==> src/verilog/sine_tone_pkg.sv <==
/*
 * Sine tone source shared definitions
 * Widths, settings addresses, CORDIC constants and the I/Q sample type
 */
package sine_tone_pkg;

  // Sample and phase formats
  localparam int SAMPLE_W = 16;
  localparam int IQ_W = 2 * SAMPLE_W;
  localparam int PHASE_W = 16;
  localparam int PHASE_PI = 8192;
  localparam int PHASE_HALF_PI = PHASE_PI / 2;
  localparam int SAMPLE_MAX = 2 ** (SAMPLE_W - 1) - 1;
  localparam int SAMPLE_MIN = -(2 ** (SAMPLE_W - 1));

  // CORDIC pipeline
  localparam int CORDIC_STAGES = 14;
  localparam int CORDIC_LATENCY = CORDIC_STAGES + 2;
  localparam int CORDIC_GUARD = 2;
  // Two extra integer bits cover the fold negation and the 1.647 gain
  localparam int CORDIC_W = SAMPLE_W + 2 + CORDIC_GUARD;

  // atan(2^-k) scaled so that PHASE_PI is pi radians
  localparam logic signed [PHASE_W-1:0] CORDIC_ATAN [0:CORDIC_STAGES-1] = '{
    16'sd2048, 16'sd1209, 16'sd639, 16'sd324, 16'sd163, 16'sd81, 16'sd41,
    16'sd20, 16'sd10, 16'sd5, 16'sd3, 16'sd1, 16'sd1, 16'sd0
  };

  // Settings bus
  localparam int SET_ADDR_W = 8;
  localparam int SET_DATA_W = 32;
  localparam logic [SET_ADDR_W-1:0] SR_PHASE_INC = 8'd129;
  localparam logic [SET_ADDR_W-1:0] SR_CARTESIAN = 8'd130;
  localparam logic [SET_ADDR_W-1:0] SR_SPP = 8'd131;
  localparam logic [SET_ADDR_W-1:0] SR_ENABLE = 8'd132;

  // Packetization
  localparam int SPP_W = 16;
  localparam logic [SPP_W-1:0] SPP_DEFAULT = 16'd64;

  // Q in the upper half, I in the lower half
  typedef struct packed {
    logic signed [SAMPLE_W-1:0] q;
    logic signed [SAMPLE_W-1:0] i;
  } iq_pair_t;

  typedef union packed {
    logic [IQ_W-1:0] raw;
    iq_pair_t iq;
  } iq_sample_t;

endpackage

==> src/verilog/tone_settings.sv <==
/*
 * Tone settings registers
 * Loads phase increment, start vector, packet size and enable from bus writes
 */
`timescale 1ns/1ps

module tone_settings (
  input  logic                                       clk,
  input  logic                                       i_reset,
  input  logic                                       i_set_stb,
  input  logic [sine_tone_pkg::SET_ADDR_W-1:0]       i_set_addr,
  input  logic [sine_tone_pkg::SET_DATA_W-1:0]       i_set_data,
  output logic signed [sine_tone_pkg::PHASE_W-1:0]   o_phase_inc,
  output sine_tone_pkg::iq_sample_t                  o_cartesian,
  output logic [sine_tone_pkg::SPP_W-1:0]            o_spp,
  output logic                                       o_enable
);

  logic [sine_tone_pkg::SPP_W-1:0] spp_wr;

  // A zero packet size would never end a packet
  always_comb begin
    spp_wr = i_set_data[sine_tone_pkg::SPP_W-1:0];
    if (spp_wr == '0) begin
      spp_wr = sine_tone_pkg::SPP_W'(1);
    end
  end

  always_ff @(posedge clk) begin
    if (i_reset) begin
      o_phase_inc <= '0;
      o_cartesian.raw <= '0;
      o_spp <= sine_tone_pkg::SPP_DEFAULT;
      o_enable <= 1'b0;
    end else if (i_set_stb) begin
      case (i_set_addr)
        sine_tone_pkg::SR_PHASE_INC: begin
          o_phase_inc <= i_set_data[sine_tone_pkg::PHASE_W-1:0];
        end
        sine_tone_pkg::SR_CARTESIAN: begin
          o_cartesian.raw <= i_set_data[sine_tone_pkg::IQ_W-1:0];
        end
        sine_tone_pkg::SR_SPP: begin
          o_spp <= spp_wr;
        end
        sine_tone_pkg::SR_ENABLE: begin
          o_enable <= i_set_data[0];
        end
        default: begin
          // Other addresses belong to other blocks on the bus
        end
      endcase
    end
  end

endmodule

==> src/verilog/phase_accumulator.sv <==
/*
 * Phase accumulator
 * Issues one phase per accepted step and steps by the increment, wrapping at pi
 */
`timescale 1ns/1ps

module phase_accumulator (
  input  logic                                       clk,
  input  logic                                       i_reset,
  input  logic                                       i_clear,
  input  logic                                       i_advance,
  input  logic                                       i_enable,
  input  logic signed [sine_tone_pkg::PHASE_W-1:0]   i_phase_inc,
  output logic signed [sine_tone_pkg::PHASE_W-1:0]   o_phase,
  output logic                                       o_phase_valid
);

  logic signed [sine_tone_pkg::PHASE_W-1:0] acc;
  logic signed [sine_tone_pkg::PHASE_W:0]   sum;
  logic signed [sine_tone_pkg::PHASE_W:0]   wrapped;

  // One extra bit so the sum cannot overflow before the wrap
  always_comb begin
    sum = {acc[sine_tone_pkg::PHASE_W-1], acc}
        + {i_phase_inc[sine_tone_pkg::PHASE_W-1], i_phase_inc};
    wrapped = sum;
    if (sum >= sine_tone_pkg::PHASE_PI) begin
      wrapped = sum - (sine_tone_pkg::PHASE_W + 1)'(2 * sine_tone_pkg::PHASE_PI);
    end else if (sum < -sine_tone_pkg::PHASE_PI) begin
      wrapped = sum + (sine_tone_pkg::PHASE_W + 1)'(2 * sine_tone_pkg::PHASE_PI);
    end
  end

  always_ff @(posedge clk) begin
    if (i_reset || i_clear) begin
      acc <= '0;
      o_phase <= '0;
      o_phase_valid <= 1'b0;
    end else begin
      // Tone restarts from phase 0 on every enable
      if (!i_enable) begin
        acc <= '0;
      end
      if (i_advance) begin
        o_phase_valid <= i_enable;
        if (i_enable) begin
          o_phase <= acc;
          acc <= wrapped[sine_tone_pkg::PHASE_W-1:0];
        end
      end
    end
  end

endmodule

==> src/verilog/cordic_rotator.sv <==
/*
 * Pipelined CORDIC rotator
 * Quadrant fold, rotation stages and a round/saturate stage, all stalled by advance
 */
`timescale 1ns/1ps

module cordic_rotator (
  input  logic                                       clk,
  input  logic                                       i_reset,
  input  logic                                       i_clear,
  input  logic                                       i_advance,
  input  logic signed [sine_tone_pkg::PHASE_W-1:0]   i_phase,
  input  logic                                       i_phase_valid,
  input  sine_tone_pkg::iq_sample_t                  i_cartesian,
  output sine_tone_pkg::iq_sample_t                  o_sample,
  output logic                                       o_valid
);

  // Index 0 is the fold output, index k+1 the output of rotation k
  logic signed [sine_tone_pkg::CORDIC_W-1:0] x_q [0:sine_tone_pkg::CORDIC_STAGES];
  logic signed [sine_tone_pkg::CORDIC_W-1:0] y_q [0:sine_tone_pkg::CORDIC_STAGES];
  logic signed [sine_tone_pkg::PHASE_W-1:0]  z_q [0:sine_tone_pkg::CORDIC_STAGES];
  logic [sine_tone_pkg::CORDIC_STAGES:0]     v_q;

  logic signed [sine_tone_pkg::CORDIC_W-1:0] x_in;
  logic signed [sine_tone_pkg::CORDIC_W-1:0] y_in;
  logic signed [sine_tone_pkg::PHASE_W-1:0]  z_in;

  function automatic logic signed [sine_tone_pkg::SAMPLE_W-1:0] round_sat(
    input logic signed [sine_tone_pkg::CORDIC_W-1:0] v
  );
    logic signed [sine_tone_pkg::CORDIC_W-1:0] r;
    r = (v + sine_tone_pkg::CORDIC_W'(2 ** (sine_tone_pkg::CORDIC_GUARD - 1)))
        >>> sine_tone_pkg::CORDIC_GUARD;
    if (r > sine_tone_pkg::SAMPLE_MAX) begin
      return sine_tone_pkg::SAMPLE_W'(sine_tone_pkg::SAMPLE_MAX);
    end else if (r < sine_tone_pkg::SAMPLE_MIN) begin
      return sine_tone_pkg::SAMPLE_W'(sine_tone_pkg::SAMPLE_MIN);
    end
    return r[sine_tone_pkg::SAMPLE_W-1:0];
  endfunction

  // Sign extend the start vector and append the guard bits
  always_comb begin
    x_in = {{2{i_cartesian.iq.i[sine_tone_pkg::SAMPLE_W-1]}}, i_cartesian.iq.i,
            {sine_tone_pkg::CORDIC_GUARD{1'b0}}};
    y_in = {{2{i_cartesian.iq.q[sine_tone_pkg::SAMPLE_W-1]}}, i_cartesian.iq.q,
            {sine_tone_pkg::CORDIC_GUARD{1'b0}}};
    z_in = i_phase;
    // Rotation range is only about +-pi/2, so fold the outer quadrants by pi
    if (i_phase > sine_tone_pkg::PHASE_HALF_PI) begin
      z_in = sine_tone_pkg::PHASE_W'(i_phase - sine_tone_pkg::PHASE_PI);
      x_in = -x_in;
      y_in = -y_in;
    end else if (i_phase < -sine_tone_pkg::PHASE_HALF_PI) begin
      z_in = sine_tone_pkg::PHASE_W'(i_phase + sine_tone_pkg::PHASE_PI);
      x_in = -x_in;
      y_in = -y_in;
    end
  end

  // Datapath
  always_ff @(posedge clk) begin
    if (i_advance) begin
      x_q[0] <= x_in;
      y_q[0] <= y_in;
      z_q[0] <= z_in;
      for (int k = 0; k < sine_tone_pkg::CORDIC_STAGES; k++) begin
        // Drive the residual angle toward zero
        if (!z_q[k][sine_tone_pkg::PHASE_W-1]) begin
          x_q[k+1] <= x_q[k] - (y_q[k] >>> k);
          y_q[k+1] <= y_q[k] + (x_q[k] >>> k);
          z_q[k+1] <= z_q[k] - sine_tone_pkg::CORDIC_ATAN[k];
        end else begin
          x_q[k+1] <= x_q[k] + (y_q[k] >>> k);
          y_q[k+1] <= y_q[k] - (x_q[k] >>> k);
          z_q[k+1] <= z_q[k] + sine_tone_pkg::CORDIC_ATAN[k];
        end
      end
      o_sample.iq.i <= round_sat(x_q[sine_tone_pkg::CORDIC_STAGES]);
      o_sample.iq.q <= round_sat(y_q[sine_tone_pkg::CORDIC_STAGES]);
    end
  end

  // Valid bits follow the data through every stage
  always_ff @(posedge clk) begin
    if (i_reset || i_clear) begin
      v_q <= '0;
      o_valid <= 1'b0;
    end else if (i_advance) begin
      v_q <= {v_q[sine_tone_pkg::CORDIC_STAGES-1:0], i_phase_valid};
      o_valid <= v_q[sine_tone_pkg::CORDIC_STAGES];
    end
  end

endmodule

==> src/verilog/tone_framer.sv <==
/*
 * Tone output framer
 * Single output register with valid/ready, pipeline advance and packet-end flag
 */
`timescale 1ns/1ps

module tone_framer (
  input  logic                                  clk,
  input  logic                                  i_reset,
  input  logic                                  i_clear,
  input  sine_tone_pkg::iq_sample_t             i_sample,
  input  logic                                  i_valid,
  input  logic [sine_tone_pkg::SPP_W-1:0]       i_spp,
  input  logic                                  i_tready,
  output logic                                  o_advance,
  output logic [sine_tone_pkg::IQ_W-1:0]        o_tdata,
  output logic                                  o_tlast,
  output logic                                  o_tvalid
);

  logic [sine_tone_pkg::SPP_W-1:0] pkt_count;
  logic                            pkt_end;

  // Room for a new sample when empty or draining this cycle
  assign o_advance = !o_tvalid || i_tready;

  // Every loaded sample is transferred later, so counting loads counts transfers
  // Compare with >= in case spp shrinks mid-packet
  assign pkt_end = (pkt_count >= i_spp - 1'b1);

  always_ff @(posedge clk) begin
    if (i_reset || i_clear) begin
      o_tvalid <= 1'b0;
      o_tlast <= 1'b0;
      pkt_count <= '0;
    end else if (o_advance) begin
      o_tvalid <= i_valid;
      if (i_valid) begin
        o_tlast <= pkt_end;
        if (pkt_end) begin
          pkt_count <= '0;
        end else begin
          pkt_count <= pkt_count + 1'b1;
        end
      end
    end
  end

  always_ff @(posedge clk) begin
    if (o_advance && i_valid) begin
      o_tdata <= i_sample.raw;
    end
  end

endmodule

==> src/verilog/sine_tone.sv <==
/*
 * Streaming sine tone source
 * Settings registers, phase accumulator, CORDIC rotator and output framer
 */
`timescale 1ns/1ps

module sine_tone (
  input  logic                                  clk,
  input  logic                                  i_reset,
  input  logic                                  i_clear,
  input  logic                                  i_set_stb,
  input  logic [sine_tone_pkg::SET_ADDR_W-1:0]  i_set_addr,
  input  logic [sine_tone_pkg::SET_DATA_W-1:0]  i_set_data,
  input  logic                                  i_tready,
  output logic [sine_tone_pkg::IQ_W-1:0]        o_tdata,
  output logic                                  o_tlast,
  output logic                                  o_tvalid
);

  logic signed [sine_tone_pkg::PHASE_W-1:0] phase_inc;
  sine_tone_pkg::iq_sample_t                cartesian;
  logic [sine_tone_pkg::SPP_W-1:0]          spp;
  logic                                     enable;

  // Stall for the whole pipeline
  logic                                     advance;

  logic signed [sine_tone_pkg::PHASE_W-1:0] phase;
  logic                                     phase_valid;
  sine_tone_pkg::iq_sample_t                rot_sample;
  logic                                     rot_valid;

  tone_settings tone_settings_i (
    .clk         (clk),
    .i_reset     (i_reset),
    .i_set_stb   (i_set_stb),
    .i_set_addr  (i_set_addr),
    .i_set_data  (i_set_data),
    .o_phase_inc (phase_inc),
    .o_cartesian (cartesian),
    .o_spp       (spp),
    .o_enable    (enable)
  );

  phase_accumulator phase_accumulator_i (
    .clk           (clk),
    .i_reset       (i_reset),
    .i_clear       (i_clear),
    .i_advance     (advance),
    .i_enable      (enable),
    .i_phase_inc   (phase_inc),
    .o_phase       (phase),
    .o_phase_valid (phase_valid)
  );

  cordic_rotator cordic_rotator_i (
    .clk           (clk),
    .i_reset       (i_reset),
    .i_clear       (i_clear),
    .i_advance     (advance),
    .i_phase       (phase),
    .i_phase_valid (phase_valid),
    .i_cartesian   (cartesian),
    .o_sample      (rot_sample),
    .o_valid       (rot_valid)
  );

  tone_framer tone_framer_i (
    .clk       (clk),
    .i_reset   (i_reset),
    .i_clear   (i_clear),
    .i_sample  (rot_sample),
    .i_valid   (rot_valid),
    .i_spp     (spp),
    .i_tready  (i_tready),
    .o_advance (advance),
    .o_tdata   (o_tdata),
    .o_tlast   (o_tlast),
    .o_tvalid  (o_tvalid)
  );

endmodule

==> config.mk <==
export PLATFORM = sky130hd
export DESIGN_NAME = sine_tone
export DESIGN_NICKNAME = d
export VERILOG_FILES = /design/src/verilog/sine_tone_pkg.sv /design/src/verilog/tone_settings.sv /design/src/verilog/phase_accumulator.sv /design/src/verilog/cordic_rotator.sv /design/src/verilog/tone_framer.sv /design/src/verilog/sine_tone.sv
export SDC_FILE = /design/constraint.sdc
export NUM_CORES = 2
export LEC_CHECK = 0
export BUFFER_PORTS_ARGS = -buffer_cell sky130_fd_sc_hd__buf_2
export CAP_MARGIN = 20
export CORE_MARGIN = 2
export CORE_UTILIZATION = 63
export DETAILED_ROUTE_END_ITERATION = 12
export PLACE_DENSITY = 0.79
export SLEW_MARGIN = 20
export SYNTH_ARGS = -nofsm -noshare
export SYNTH_HDL_FRONTEND = slang
export SYNTH_HIERARCHICAL = 1
export SYNTH_SLANG_ARGS = --single-unit
==> constraint.sdc <==
create_clock -name clk -period 14 [get_ports clk]
set_clock_uncertainty 0.15 [all_clocks]
set_input_delay 2.8 -clock clk [delete_from_list [all_inputs] [get_ports clk]]
set_output_delay 2.8 -clock clk [all_outputs]
set_load 0.005 [all_outputs]
==> impl_metrics.yaml <==
finish:
  regArea_mm2: 0.0284
  multiInputGateArea_mm2: 0.0423
  fill_cells: 8653
  drive_above_1_share_pct: 5.72
  nets: 8215
  syn_to_final_growth_pct: 7.85
  num_antenna_cells: 0
clocking:
  postCtsHoldBufs: 0
  cts_buffers: 110
  htreeDepth: 3
  cts_setup_buffers: 0
  clk_path_buf_depth: 3
  ctsResizeCount: 0
  cts_sinks: 991
  path_clk_slew_ps: 70
  clk_latency_ps: 720
  cts_root_buffer: "clkbuf_16"
  cts_tree: "done"
synthesis:
  yosysTopAreaCell: "edfxtp_1"
  synth_top_flop_cell: "edfxtp_1"
  synth_edf_count: 859
  synth_cell_types: 103
  syn_inst: 7251
  yosysWarnings: 6
  synthesis.nets: 8133
  synth_area_mm2: 0.0726
  postSynthAreaPerCell_um2: 10.0
  synth.most_common_cell: "edfxtp_1"
  synthTopCellsByCount: "859 x edfxtp_1, 798 x ha_1, 689 x xnor2_1"
  ys_ff_latch: 991
  yosysTopAreaCellShare_pct: 35.5
  seq_area_frac_synth_pct: 39.1
  async_flop_share_pct: 0
  synthTopCellsByArea: "edfxtp_1 36%, ha_1 14%, xnor2_1 8.3%"
routing:
  via_per_inst: 6.13
  ant_nets: 0
  drc: 0
  wirelength_mm: 165
  vias: 54770
  drtPass1Iterations: 8
  dr.first_iter.drc_count: 4465
  wl_per_cell_um: 18.4
setup_path:
  path_max_fanout: 60
  slowest_stage: "buf_4"
  crit_chain: "buf_2 > nand2b_4 > buf_4 > buf_4 > buf_4 > and2_1 > inv_2 > nor2_1 > a21oi_1 > ha_1 > a21o_1 > a21o_1 > nor3_1 > a211oi_1 > nor3_1 > o41ai_1 > a21oi_1 > xnor2_1"
  required_ps: 14300
  end_kind: "flop"
  arrival_ps: 8700
  worstSetupPathType: "in -> reg"
  cp_top_family: "buffers and inverters"
  start_kind: "primary input"
  critPathBufInv: 5
  max_stage_delay_ps: 680
  crit_top_cell: "buf_4"
grt:
  antenna_found_initial: 4
  grt_first_pass_wirelength_mm: 266
  grt_max_degree: 114
  grt_overflow: 0
  gr-usage-all-layers_pct: 27.5
  grt_pass1_vias: 52328
sta:
  worst_slack_ps: 5600
  hold_violations: 0
  maxSlewViolCount: 0
  finalCritPeriodShare_pct: 60.0
  fin_crit_ps: 8400
  relSlewSlack_pct: 28.4
  setup_viol: 0
  rsz0062_at_grt: "false"
  worst_pin_slew_ps: 1060
  fin_setup_tns_ps: 0
  max_freq_ghz: 0.119
placed_design:
  io_buffers: 78
  gp_congestion: 0.940
  place_ws_ps: 4990
  dpl.hpwl_mm: 124
floorplanning:
  rows: 124
  die_y_um: 344
  start_util_pct: 63.5
  coreArea_mm2: 0.114
  die-area_mm2: 0.118
  die_w_um: 344
  io_pins: 79
power:
  power_leakage_uw: 0.0327
  p_total_uw: 20600
  power_density_mw_per_mm2: 264
  ir_drop_mv: 0.151
run_status:
  status: "finished clean"
worst_hold_path:
  hold_class: "reg -> reg"
job:
  timing.max_cap.violations: 0
==> per-layer routing <==
metal | GRT usage (%) | wire, um | share of wire [%] | vias to the layer above
met5 | 0 | 0 | 0 | -
met4 | 7.46 | 3870 | 2.3 | 0
met3 | 3.87 | 10300 | 6.3 | 268
met2 | 45.7 | 78000 | 47 | 1444
met1 | 37.7 | 72700 | 44 | 26278
li1 | - | - | - | 26780
==> report_power, final <==
part	internal [uW]	leakage [uW]	switching (uW)
registers	5050	0.0102	999
clock network	1720	0.00181	1250
logic	5210	0.0206	6430
total	12000	0.0327	8680
==> cells in the final DEF, fill, tap and decap left out, types with 79 or more instances in the layout <==
master       n
xnor2_1    689
nor2b_1     79
ha_1       798
edfxtp_1   859
nor3_1     197
a21oi_1    683
o21bai_1    85
nand3_1    136
xor2_1     300
o21ai_0    314
clkbuf_16  115
nor2_1     551
nand2b_1   185
mux2i_1    126
a21o_1     167
nand2_1    384
dfxtp_1    132
inv_1      340
o21a_1      95
==> cell families (layout without fill, tap and decap cells) <==
| kind of cell | count (synthesis) | count (layout) | share of synthesized area [%] |
|---|---|---|---|
| AOI/OAI and AO/OA | 1852 | 1852 | 16.1 |
| xor gates and xnor gates | 989 | 989 | 11.9 |
| adders and majority gates | 837 | 837 | 14.8 |
| buffers and inverters | 493 | 671 | 2.65 |
| DFF | 991 | 991 | 39.1 |
| muxes | 152 | 152 | 2.14 |
| and+or+nand+nor | 1937 | 1937 | 13.2 |
==> per-stage QoR <==
step / util [%] / hold slack, ps / area [um^2] / instances
after global placement: 65.2 / 251 / 74600 / 8733
after detailed placement: 65.2 / 255 / 74600 / 8733
after global routing: 68.5 / 274 / 78300 / 8941
after floorplan: - / 250 / 72600 / 7251
final: 68.5 / 260 / 78300 / 8941
after CTS: 68.5 / 261 / 78300 / 8941
==> registers in the layout, indices dropped and copies added (netlist names), 16 cells and up <==
signal / flops
cordic_rotator_i/o_sample: 32
cordic_rotator_i/x_q: 294
cordic_rotator_i/y_q: 292
cordic_rotator_i/z_q: 209
phase_accumulator_i/acc: 16
phase_accumulator_i/o_phase: 16
tone_framer_i/o_tdata: 32
tone_framer_i/pkt_count: 16
tone_settings_i/o_cartesian: 32
tone_settings_i/o_phase_inc: 16
tone_settings_i/o_spp: 16
==> path summary, 6_finish.rpt <==
check | startpoint | end | slack (ps) | cells after the start
worst max-delay path | i_tready | cordic_rotator_i/y_q[1][99] | 5600 | 18
worst min-delay path | cordic_rotator_i/o_sample[17] | tone_framer_i/o_tdata[17] | 260 | 0
worst min register to register | cordic_rotator_i/o_sample[17] | tone_framer_i/o_tdata[17] | 260 | 0
worst max register to register | tone_framer_i/o_tvalid | cordic_rotator_i/y_q[1][99] | 7460 | 17
==> final cells by class <==
class | count | share of cell area [%]
timing repair buffer | 112 | 0.840
multi-input combinational | 5767 | 54.0
clock buffer | 135 | 3.87
inverter | 351 | 1.68
tap | 1512 | 2.41
clock inverter | 73 | 0.907
sequential | 991 | 36.3
==> worst reg2reg max path, cell delays in order (launching register included) <==
cell and delay (ps):
dfxtp_1 340, nand2b_4 120, buf_4 650, buf_4 680, buf_4 680, and2_1 610
inv_2 400, nor2_1 570, a21oi_1 100, ha_1 370, a21o_1 130, a21o_1 170
nor3_1 80, a211oi_1 400, nor3_1 140, o41ai_1 400, a21oi_1 150, xnor2_1 140
(Power assumes the default switching activity.)
